===== src/hw/i3c_defs.svh =====
/* widths, reserved hot-join address and tx mode codes
   shared by the engine package and the stages */
`ifndef I3C_DEFS_SVH
`define I3C_DEFS_SVH

// owner select code for the datapath muxes
`define I3C_SEL_W     3

// tx mode code driven to the serializer
`define I3C_TXMODE_W  3

// register file byte
`define I3C_DATA_W    8

// reserved address a target uses to request hot-join
`define I3C_HJ_ADDR   7'h02

// tx mode codes
`define I3C_TX_START  3'b000
`define I3C_TX_STOP   3'b010

`endif


===== src/hw/i3c_engine_pkg.sv =====
/* owner, sequencer state and tx mode enums; arbitration request,
   grant and route structs for the engine stages */
package i3c_engine_pkg;

`include "i3c_defs.svh"

  // datapath owner codes, one per block sharing the bus
  typedef enum logic [`I3C_SEL_W-1:0] {
    OWN_SDR    = 3'b000,
    OWN_I2C    = 3'b001,
    OWN_ENGINE = 3'b010,
    OWN_DAA    = 3'b011,
    OWN_HJ     = 3'b100,
    OWN_IBI    = 3'b101,
    OWN_CRH    = 3'b110
  } owner_e;

  // sequencer states, gray-style
  typedef enum logic [3:0] {
    ST_IDLE     = 4'b0000,
    ST_START    = 4'b0001,
    ST_SDR      = 4'b0010,
    ST_IBI      = 4'b0011,
    ST_DAA      = 4'b0100,
    ST_I2C      = 4'b0110,
    ST_CTRL_REQ = 4'b1010,
    ST_ARB      = 4'b1100,
    ST_HOT_JOIN = 4'b1110,
    ST_STOP     = 4'b1111
  } seq_state_e;

  typedef enum logic [`I3C_TXMODE_W-1:0] {
    TX_START = `I3C_TX_START,
    TX_STOP  = `I3C_TX_STOP
  } tx_mode_e;

  // one-hot class of the arbitrated address, one-cycle pulses
  typedef struct packed {
    logic hj;
    logic ibi;
    logic crh;
  } arb_req_t;

  typedef struct packed {
    owner_e owner;
    logic   bus_only;  // engine takes back bus-facing muxes only
  } grant_t;

  ////////////////////////////////////////////////////
  // per-resource mux selects of the shared datapath
  ////////////////////////////////////////////////////
  typedef struct packed {
    owner_e regf_rd_en;
    owner_e regf_rd_addr;
    owner_e regf_wr_en;
    owner_e scl_pp_od;     // bus-facing from here
    owner_e tx_en;
    owner_e tx_mode;
    owner_e scl_idle;
    owner_e ser_rx_tx;
    owner_e bits_cnt;
    owner_e rx_en;         // receive and counters
    owner_e rx_mode;
    owner_e bit_cnt_en;
    owner_e bit_rx_cnt_en;
    owner_e fcnt_en;
    owner_e fcnt_no_frms;
  } route_t;

endpackage


===== src/hw/arb_addr_decoder.sv =====
/* arbitration read-back: waits for the received address, reads it
   back from the register file and classifies it as hj, ibi or crh */
`timescale 1ns/1ns
`include "i3c_defs.svh"

module arb_addr_decoder (
  input  logic                       i_clk,
  input  logic                       i_rst_n,
  input  logic                       i_arb_active,    // sequencer sits in ARB
  input  logic                       i_rx_mode_done,
  input  logic                       i_scl_neg_edge,
  input  logic [`I3C_DATA_W-1:0]     i_regf_data_rd,
  output logic                       o_rx_data_valid,
  output logic                       o_regf_rd_en,
  output i3c_engine_pkg::arb_req_t   o_arb_req
);

  import i3c_engine_pkg::*;

  logic rd_pend;     // address written, read-back not started yet
  logic addr_ready;  // register file output holds the address

  always_ff @(posedge i_clk or negedge i_rst_n)
  begin
    if (!i_rst_n)
    begin
      o_rx_data_valid <= 1'b0;
      o_regf_rd_en    <= 1'b0;
      o_arb_req       <= '0;
      rd_pend         <= 1'b0;
      addr_ready      <= 1'b0;
    end
    else if (!i_arb_active)
    begin
      // nothing lost, or sequencer already moved on
      o_rx_data_valid <= 1'b0;
      o_regf_rd_en    <= 1'b0;
      o_arb_req       <= '0;
      rd_pend         <= 1'b0;
      addr_ready      <= 1'b0;
    end
    else
    begin
      o_rx_data_valid <= 1'b0;  // pulse
      o_arb_req       <= '0;    // pulse
      if (i_rx_mode_done && i_scl_neg_edge && !rd_pend && !o_regf_rd_en)
      begin
        o_rx_data_valid <= 1'b1;  // rx writes the address byte
        rd_pend         <= 1'b1;
      end
      else if (addr_ready && i_scl_neg_edge)
      begin
        // reserved hj address with write bit, else rnw picks ibi or crh
        if (i_regf_data_rd == {`I3C_HJ_ADDR, 1'b0})
          o_arb_req.hj <= 1'b1;
        else if (i_regf_data_rd[0])
          o_arb_req.ibi <= 1'b1;
        else
          o_arb_req.crh <= 1'b1;
        addr_ready   <= 1'b0;
        o_regf_rd_en <= 1'b0;
      end
      else if (rd_pend && o_regf_rd_en)
      begin
        addr_ready <= 1'b1;
        rd_pend    <= 1'b0;
      end
      else if (rd_pend)
        o_regf_rd_en <= 1'b1;
    end
  end

endmodule


===== src/hw/bus_sequencer.sv =====
/* main controller state machine: start, block hand-over, stop,
   arbitration recovery and hot-join chaining */
`timescale 1ns/1ns
`include "i3c_defs.svh"

module bus_sequencer (
  input  logic                        i_clk,
  input  logic                        i_rst_n,
  input  logic                        i_controller_en,
  input  logic                        i_i3c_i2c_sel,      // 1 i3c, 0 legacy i2c
  input  logic                        i_ccc_en_dis_hj,
  input  logic                        i_tx_mode_done,
  input  logic                        i_rx_arbitration_lost,
  input  logic                        i_sdr_done,
  input  logic                        i_i2c_done,
  input  logic                        i_daa_done,
  input  logic                        i_daa_error,
  input  logic                        i_hj_done,
  input  logic                        i_hj_daa_req,
  input  logic                        i_hj_cr_pass,
  input  logic                        i_ibi_done,
  input  logic                        i_crh_done,
  input  i3c_engine_pkg::arb_req_t    i_arb_req,
  output logic                        o_arb_active,
  output logic                        o_sdr_en,
  output logic                        o_i2c_en,
  output logic                        o_daa_en,
  output logic                        o_hj_en,
  output logic                        o_hj_ccc,
  output logic                        o_hj_daa_en,
  output logic                        o_hj_crh_en,
  output logic                        o_ibi_en,
  output logic                        o_crh_en,
  output logic                        o_tx_en,
  output logic                        o_pp_od,
  output logic                        o_scl_idle,
  output logic                        o_bit_cnt_en,
  output logic                        o_controller_done,
  output logic                        o_i3c_idle_flag,
  output logic [`I3C_TXMODE_W-1:0]    o_tx_mode,
  output i3c_engine_pkg::grant_t      o_grant
);

  import i3c_engine_pkg::*;

  seq_state_e state;
  logic       dyn_addr_assigned;  // set once daa completes

  // decoder runs only while here
  assign o_arb_active = (state == ST_ARB);

  always_ff @(posedge i_clk or negedge i_rst_n)
  begin
    if (!i_rst_n)
    begin
      state             <= ST_IDLE;
      dyn_addr_assigned <= 1'b0;
      o_sdr_en          <= 1'b0;
      o_i2c_en          <= 1'b0;
      o_daa_en          <= 1'b0;
      o_hj_en           <= 1'b0;
      o_hj_ccc          <= 1'b0;
      o_hj_daa_en       <= 1'b0;
      o_hj_crh_en       <= 1'b0;
      o_ibi_en          <= 1'b0;
      o_crh_en          <= 1'b0;
      o_tx_en           <= 1'b0;
      o_tx_mode         <= TX_START;
      o_pp_od           <= 1'b0;
      o_scl_idle        <= 1'b1;
      o_bit_cnt_en      <= 1'b0;
      o_controller_done <= 1'b0;
      o_i3c_idle_flag   <= 1'b0;
      o_grant           <= '{owner: OWN_ENGINE, bus_only: 1'b0};
    end
    else
    begin
      o_controller_done <= 1'b0;
      o_i3c_idle_flag   <= 1'b0;
      case (state)
        ST_IDLE:
        begin
          o_scl_idle <= 1'b1;
          o_grant    <= '{owner: OWN_ENGINE, bus_only: 1'b0};
          if (i_controller_en)
          begin
            o_tx_en    <= 1'b1;
            o_tx_mode  <= TX_START;
            o_scl_idle <= 1'b0;
            o_grant    <= '{owner: OWN_ENGINE, bus_only: 1'b1};
            state      <= ST_START;
          end
          else if (i_rx_arbitration_lost)
            state <= ST_ARB;  // target won the header
        end

        ST_START:
        begin
          if (i_tx_mode_done)
          begin
            o_tx_en <= 1'b0;
            if (i_ccc_en_dis_hj)
            begin
              o_hj_en  <= 1'b1;
              o_hj_ccc <= 1'b1;  // enhj/dishj broadcast
              o_grant  <= '{owner: OWN_HJ, bus_only: 1'b0};
              state    <= ST_HOT_JOIN;
            end
            else if (i_i3c_i2c_sel && !dyn_addr_assigned)
            begin
              o_daa_en <= 1'b1;
              o_grant  <= '{owner: OWN_DAA, bus_only: 1'b0};
              state    <= ST_DAA;
            end
            else if (i_i3c_i2c_sel)
            begin
              o_sdr_en     <= 1'b1;
              o_bit_cnt_en <= 1'b1;
              o_grant      <= '{owner: OWN_SDR, bus_only: 1'b0};
              state        <= ST_SDR;
            end
            else
            begin
              o_i2c_en     <= 1'b1;
              o_bit_cnt_en <= 1'b1;
              o_grant      <= '{owner: OWN_I2C, bus_only: 1'b0};
              state        <= ST_I2C;
            end
          end
        end

        ST_SDR, ST_I2C:
        begin
          if (i_rx_arbitration_lost)
          begin
            o_sdr_en     <= 1'b0;
            o_i2c_en     <= 1'b0;
            o_bit_cnt_en <= 1'b0;
            o_grant      <= '{owner: OWN_ENGINE, bus_only: 1'b0};
            state        <= ST_ARB;
          end
          else if ((state == ST_SDR) ? i_sdr_done : i_i2c_done)
          begin
            o_sdr_en     <= 1'b0;
            o_i2c_en     <= 1'b0;
            o_bit_cnt_en <= 1'b0;
            o_tx_en      <= 1'b1;
            o_tx_mode    <= TX_STOP;
            o_pp_od      <= (state == ST_SDR);  // legacy stop stays open-drain
            o_scl_idle   <= 1'b1;
            o_grant      <= '{owner: OWN_ENGINE, bus_only: 1'b1};
            state        <= ST_STOP;
          end
        end

        ST_DAA:
        begin
          if (i_rx_arbitration_lost || i_daa_error || i_daa_done)
          begin
            o_daa_en    <= 1'b0;
            o_hj_daa_en <= 1'b0;
          end
          if (i_rx_arbitration_lost)
          begin
            o_grant <= '{owner: OWN_ENGINE, bus_only: 1'b0};
            state   <= ST_ARB;
          end
          else if (i_daa_error)
          begin
            o_grant <= '{owner: OWN_ENGINE, bus_only: 1'b0};
            state   <= ST_IDLE;  // abandon, no stop
          end
          else if (i_daa_done)
          begin
            dyn_addr_assigned <= 1'b1;
            o_tx_en           <= 1'b1;
            o_tx_mode         <= TX_STOP;
            o_pp_od           <= 1'b1;
            o_scl_idle        <= 1'b1;
            o_grant           <= '{owner: OWN_ENGINE, bus_only: 1'b1};
            state             <= ST_STOP;
          end
        end

        ST_HOT_JOIN:
        begin
          if (i_hj_done)
          begin
            o_hj_en  <= 1'b0;
            o_hj_ccc <= 1'b0;
            if (i_hj_daa_req)
            begin
              o_daa_en    <= 1'b1;
              o_hj_daa_en <= 1'b1;
              o_grant     <= '{owner: OWN_DAA, bus_only: 1'b0};
              state       <= ST_DAA;
            end
            else if (i_hj_cr_pass)
            begin
              o_crh_en    <= 1'b1;
              o_hj_crh_en <= 1'b1;
              o_grant     <= '{owner: OWN_CRH, bus_only: 1'b0};
              state       <= ST_CTRL_REQ;
            end
            else
            begin
              o_tx_en    <= 1'b1;
              o_tx_mode  <= TX_STOP;
              o_pp_od    <= 1'b1;
              o_scl_idle <= 1'b1;
              o_grant    <= '{owner: OWN_ENGINE, bus_only: 1'b1};
              state      <= ST_STOP;
            end
          end
        end

        ST_ARB:
        begin
          o_tx_en <= 1'b0;
          if (i_arb_req.hj)
          begin
            o_hj_en  <= 1'b1;
            o_hj_ccc <= 1'b0;  // target-initiated, not a ccc
            o_grant  <= '{owner: OWN_HJ, bus_only: 1'b0};
            state    <= ST_HOT_JOIN;
          end
          else if (i_arb_req.ibi)
          begin
            o_ibi_en <= 1'b1;
            o_grant  <= '{owner: OWN_IBI, bus_only: 1'b0};
            state    <= ST_IBI;
          end
          else if (i_arb_req.crh)
          begin
            o_crh_en    <= 1'b1;
            o_hj_crh_en <= 1'b0;
            o_grant     <= '{owner: OWN_CRH, bus_only: 1'b0};
            state       <= ST_CTRL_REQ;
          end
        end

        ST_IBI:
        begin
          if (i_ibi_done)
          begin
            o_ibi_en <= 1'b0;
            o_grant  <= '{owner: OWN_ENGINE, bus_only: 1'b1};
            state    <= ST_IDLE;
          end
        end

        ST_CTRL_REQ:
        begin
          if (i_crh_done)
          begin
            o_crh_en    <= 1'b0;
            o_hj_crh_en <= 1'b0;
            o_pp_od     <= 1'b0;
            o_grant     <= '{owner: OWN_ENGINE, bus_only: 1'b1};
            state       <= ST_IDLE;
          end
        end

        ST_STOP:
        begin
          if (i_tx_mode_done)
          begin
            o_tx_en           <= 1'b0;
            o_pp_od           <= 1'b0;
            o_controller_done <= 1'b1;
            o_i3c_idle_flag   <= 1'b1;
            o_grant           <= '{owner: OWN_ENGINE, bus_only: 1'b0};
            state             <= ST_IDLE;
          end
        end

        default: state <= ST_IDLE;
      endcase
    end
  end

endmodule


===== src/hw/i3c_engine.sv =====
/* i3c controller sequencer top: arbitration decoder, bus sequencer
   and route select */
`timescale 1ns/1ns
`include "i3c_defs.svh"

module i3c_engine (
  input  logic                       i_clk,
  input  logic                       i_rst_n,
  input  logic                       i_controller_en,
  input  logic                       i_i3c_i2c_sel,
  input  logic                       i_ccc_en_dis_hj,
  input  logic                       i_tx_mode_done,
  input  logic                       i_rx_mode_done,
  input  logic                       i_rx_arbitration_lost,
  input  logic                       i_scl_neg_edge,
  input  logic [`I3C_DATA_W-1:0]     i_regf_data_rd,
  input  logic                       i_sdr_done,
  input  logic                       i_i2c_done,
  input  logic                       i_daa_done,
  input  logic                       i_daa_error,
  input  logic                       i_hj_done,
  input  logic                       i_hj_daa_req,
  input  logic                       i_hj_cr_pass,
  input  logic                       i_ibi_done,
  input  logic                       i_crh_done,
  output logic                       o_sdr_en,
  output logic                       o_i2c_en,
  output logic                       o_daa_en,
  output logic                       o_hj_en,
  output logic                       o_hj_ccc,
  output logic                       o_hj_daa_en,
  output logic                       o_hj_crh_en,
  output logic                       o_ibi_en,
  output logic                       o_crh_en,
  output logic                       o_tx_en,
  output logic [`I3C_TXMODE_W-1:0]   o_tx_mode,
  output logic                       o_pp_od,
  output logic                       o_scl_idle,
  output logic                       o_bit_cnt_en,
  output logic                       o_controller_done,
  output logic                       o_i3c_idle_flag,
  output logic                       o_rx_data_valid,
  output logic                       o_regf_rd_en,
  output i3c_engine_pkg::route_t     o_route
);

  import i3c_engine_pkg::*;

  arb_req_t arb_req;     // decoder -> sequencer
  grant_t   grant;       // sequencer -> routing
  logic     arb_active;

  arb_addr_decoder u_arb_dec (
    .i_clk, .i_rst_n,
    .i_arb_active (arb_active),
    .i_rx_mode_done, .i_scl_neg_edge, .i_regf_data_rd,
    .o_rx_data_valid, .o_regf_rd_en,
    .o_arb_req    (arb_req)
  );

  bus_sequencer u_seq (
    .i_clk, .i_rst_n,
    .i_controller_en, .i_i3c_i2c_sel, .i_ccc_en_dis_hj, .i_tx_mode_done,
    .i_rx_arbitration_lost, .i_sdr_done, .i_i2c_done, .i_daa_done,
    .i_daa_error, .i_hj_done, .i_hj_daa_req, .i_hj_cr_pass,
    .i_ibi_done, .i_crh_done,
    .i_arb_req    (arb_req),
    .o_arb_active (arb_active),
    .o_sdr_en, .o_i2c_en, .o_daa_en, .o_hj_en, .o_hj_ccc,
    .o_hj_daa_en, .o_hj_crh_en, .o_ibi_en, .o_crh_en,
    .o_tx_en, .o_pp_od, .o_scl_idle, .o_bit_cnt_en,
    .o_controller_done, .o_i3c_idle_flag, .o_tx_mode,
    .o_grant      (grant)
  );

  route_select u_route (
    .i_clk, .i_rst_n,
    .i_grant (grant),
    .o_route
  );

endmodule


===== src/hw/route_select.sv =====
/* registered datapath mux selects, updated from the sequencer grant */
`timescale 1ns/1ns

module route_select (
  input  logic                    i_clk,
  input  logic                    i_rst_n,
  input  i3c_engine_pkg::grant_t  i_grant,
  output i3c_engine_pkg::route_t  o_route
);

  import i3c_engine_pkg::*;

  // every resource to one owner
  function automatic route_t all_to(input owner_e owner);
    route_t r;
    r.regf_rd_en    = owner;
    r.regf_rd_addr  = owner;
    r.regf_wr_en    = owner;
    r.scl_pp_od     = owner;
    r.tx_en         = owner;
    r.tx_mode       = owner;
    r.scl_idle      = owner;
    r.ser_rx_tx     = owner;
    r.bits_cnt      = owner;
    r.rx_en         = owner;
    r.rx_mode       = owner;
    r.bit_cnt_en    = owner;
    r.bit_rx_cnt_en = owner;
    r.fcnt_en       = owner;
    r.fcnt_no_frms  = owner;
    return r;
  endfunction

  //////////////////////////////////////////////////
  // full hand-over or bus-only hand-back
  //////////////////////////////////////////////////
  always_ff @(posedge i_clk or negedge i_rst_n)
  begin
    if (!i_rst_n)
      o_route <= all_to(OWN_ENGINE);
    else if (i_grant.bus_only)
    begin
      // engine drives start/stop, regf and counters keep last owner
      o_route.scl_pp_od <= OWN_ENGINE;
      o_route.tx_en     <= OWN_ENGINE;
      o_route.tx_mode   <= OWN_ENGINE;
      o_route.scl_idle  <= OWN_ENGINE;
      o_route.ser_rx_tx <= OWN_ENGINE;
      o_route.bits_cnt  <= OWN_ENGINE;
    end
    else
      o_route <= all_to(i_grant.owner);
  end

endmodule


===== config.mk =====
export PLATFORM = sky130hd
export DESIGN_NAME = i3c_engine
export DESIGN_NICKNAME = d
export VERILOG_FILES = /design/src/hw/i3c_engine_pkg.sv /design/src/hw/arb_addr_decoder.sv /design/src/hw/bus_sequencer.sv /design/src/hw/i3c_engine.sv /design/src/hw/route_select.sv
export VERILOG_INCLUDE_DIRS = /design/src /design/src/hw
export SDC_FILE = /design/constraint.sdc
export NUM_CORES = 1
export LEC_CHECK = 0
export BUFFER_PORTS_ARGS = -buffer_cell sky130_fd_sc_hd__buf_2
export CAP_MARGIN = 20
export CORE_ASPECT_RATIO = 0.9
export CORE_MARGIN = 10
export CORE_UTILIZATION = 50
export CTS_CLUSTER_SIZE = 25
export DETAILED_ROUTE_END_ITERATION = 7
export PLACE_DENSITY_LB_ADDON = 0.05
export SETUP_SLACK_MARGIN = 0.15
export SLEW_MARGIN = 10
export SYNTH_ARGS = -nofsm -noshare
export SYNTH_HDL_FRONTEND = slang
export SYNTH_HIERARCHICAL = 1
export SYNTH_SLANG_ARGS = --single-unit

===== constraint.sdc =====
create_clock -name i_clk -period 2.5 [get_ports i_clk]
set_input_delay 0.375 -clock i_clk [delete_from_list [all_inputs] [get_ports i_clk]]
set_output_delay 0.375 -clock i_clk [all_outputs]
set_load 0.01 [all_outputs]

==> out/metrics.cfg <==
[floorplan]
die_area_sq_um=8340
fp.coreArea_sq_um=4890
ioPinCount=91
die_x_um=95.1
initial_core_util=0.519
rows=24
die_h_um=87.6

[synth]
synth_flop_cell=dfrtp_1
synth_cells=277
syn-cell-area_sq_um=2540
synth.area.mux_share=0.0734
seq_area_frac_synth=0.366
synth.area.top_cells=dfrtp_1, buf_4, mux2_2
synth-xor-area-share=0.00345
netlist.area_leader.share=0.325
synth_largest_area_cell=dfrtp_1
yosysWarnings=6
synth-async-reset-ratio=1.00
synth_compound_area_frac=0.180
synthAdderAreaFrac=0
synth_cell_type_count=56
synth_edf_count=0
syn_area_per_cell_sq_um=9.17
synth_top_family_by_area=simple AND/OR/NAND/NOR gates
postSynthRegisterBits=37
synth-simple-area-share=0.214

[run_status]
status=finished clean

[global_routing]
grtUsageTotal=0.149
grt_max_degree=38
antenna_found_initial=0
grt_pass1_vias=2000
grt_pass1_wl_um=10000
gr-total-overflow=0

[pwr]
total_power_mw=3.19
irDropWorstVdd_uv=602
power_leakage_nw=1.38
power_density_nw_per_um2=1130

[detailed_routing]
ant_nets=0
wl_met3_um=735
wl_per_cell_um=16.4
wl_met2_um=2820
top_layer_used=met4
drtPass1Iterations=5
vias_per_cell=5.36
m1WireLength_um=2790
drc_errors=0
routed_wirelength_um=6440
vias=2105
drt_iter0_markers=303

[min_path]
hold_class=input pin to async pin

[place]
dp_hpwl_um=5010
port_buffers=88
gp_congestion=0.955

[sta]
rsz0062_at_grt=false
setup_viol=0
relSlewSlack=0.465
final_max_slew_viol_count=0
clock_skew_ns=0.00601
min_period_ns=2.16
finalSetupTns_ns=0
post-route-period-util=0.863
worst_pin_slew_ns=0.802
hold_violations=0
worst_hold_slack_ns=0.166
max_clock_freq_mhz=464

[cts]
post_cts_buffers=0
clock_latency_ns=0.28
htree_num_levels=2
root_buffer=clkbuf_8
cts.sinks=37
hold_buffers=0
clk_path_buf_depth=2
cts-resized-gates=0
path_clk_slew_ns=0.07
cts_buffers=5
cts_tree=built

[layout]
area_growth_pct=11.2
fill_cells=445
drive_gt1_frac=0.421
antenna-diode-count=0
nets=353

[worst_setup_path]
path_max_fanout=17
critical_path_arrival_ns=2.32
path_class=register to register
required_ns=2.67
start_kind=register
crit_path_end_kind=register
reg2reg_slack_ns=0.34

[run]
drv_cap=0

==> final timing paths <==
path / cells past startpoint / startpoint / end
min in group i_clk: 2 / i_regf_data_rd[0] / u_arb_dec/o_arb_req[0]$_DFF_PN0_
worst max-delay path: 5 / u_seq/state[1]$_DFFE_PN0P_ / u_seq/state[3]$_DFFE_PN0P_
worst max register to register: 5 / u_seq/state[1]$_DFFE_PN0P_ / u_seq/state[3]$_DFFE_PN0P_
worst min-delay path: 1 / i_rst_n / u_seq/dyn_addr_assigned$_DFFE_PN0P_
worst min register to register: 1 / u_seq/o_hj_daa_en$_DFFE_PN0P_ / u_seq/o_hj_daa_en$_DFFE_PN0P_
max in group asynchronous: 1 / i_rst_n / u_seq/state[2]$_DFFE_PN0P_
==> metal layers <==
metal,GRT usage,vias to the layer above
li1,-,1031
met1,0.197,966
met2,0.231,97
met3,0.0479,11
met4,0.0367,0
met5,0,-
==> logic make-up after synthesis <==
family,Yosys count
mux,17
xor+xnor,1
buf+inv,62
other cells,1
flops,37
simple gates,98
compound gates,61
==> stage by stage <==
step | cells | util | setup WS (ns) | area, sq um
2_1_floorplan | 278 | - | 0.665 | 2540
3_3_place_gp | 385 | 0.560 | 0.204 | 2740
3_5_place_dp | 385 | 0.560 | 0.270 | 2740
4_1_cts | 393 | 0.577 | 0.266 | 2820
5_1_grt | 393 | 0.577 | 0.222 | 2830
6_report | 393 | 0.577 | 0.343 | 2830
==> where the power goes <==
| part | internal (mW) | switching [mW] | leakage, nW | total [mW] |
|---|---|---|---|---|
| clock network | 0.193 | 0.204 | 0.0450 | 0.397 |
| logic | 0.803 | 0.933 | 0.871 | 1.74 |
| registers | 0.813 | 0.247 | 0.463 | 1.06 |
==> placed cells by master, fill, tap and decap left out, types with 5 or more instances in the layout <==
cell type  instances
buf_4              6
nand3_1            5
buf_2             88
clkbuf_8           5
a32oi_1            5
a21oi_1           12
o21ai_0           12
o21a_1             5
mux2_2            13
inv_1             10
nand2b_1           9
nor2_1            23
dfrtp_1           31
nand2_1           21
==> registers in the layout, summed over array words and instances, names as in the netlist, 3 cells and up <==
register and flops:
u_seq/state 4, u_seq/o_grant 4, u_route/o_route 6, u_arb_dec/o_arb_req 3
==> synthesized netlist by cell type, drive strengths merged, types with 2 or more instances <==
cell and count:
nor4b 2, and3 2, nor2 23, and2 2, mux2 13, o32ai 2
nand2 21, o31ai 2, nand3b 3, a21oi 12, dfrtp 33, o21a 5
buf 50, nor3 5, a32o 2, mux2i 4, nor3b 4, nand2b 9
nor2b 4, dfstp 4, nand4 2, a32oi 5, and2b 2, or3b 4
nand3 5, nor4 2, or2 4, o21ai 12, inv 10, o211ai 4
clkbuf 2, a21boi 5
==> critical path, cell delays in order, from the launching register on <==
cell	delay, ns
dfrtp_1	0.68
or4b_1	0.25
a2bb2oi_2	0.19
o41ai_2	0.14
a311oi_4	0.39
mux2_2	0.38
==> area by class of cell <==
class                   instances  area, sq um  share of cell area
multi-input cells             179         1200               0.426
clock buffers                   6         72.6              0.0257
well taps                      65         81.3              0.0288
inverters                      10         37.5              0.0133
repair buffers                 94          485               0.172
clock inverters                 2         10.0             0.00354
flip-flops and latches         37          933               0.330
No activity file was read; power rests on OpenSTA's default activity.
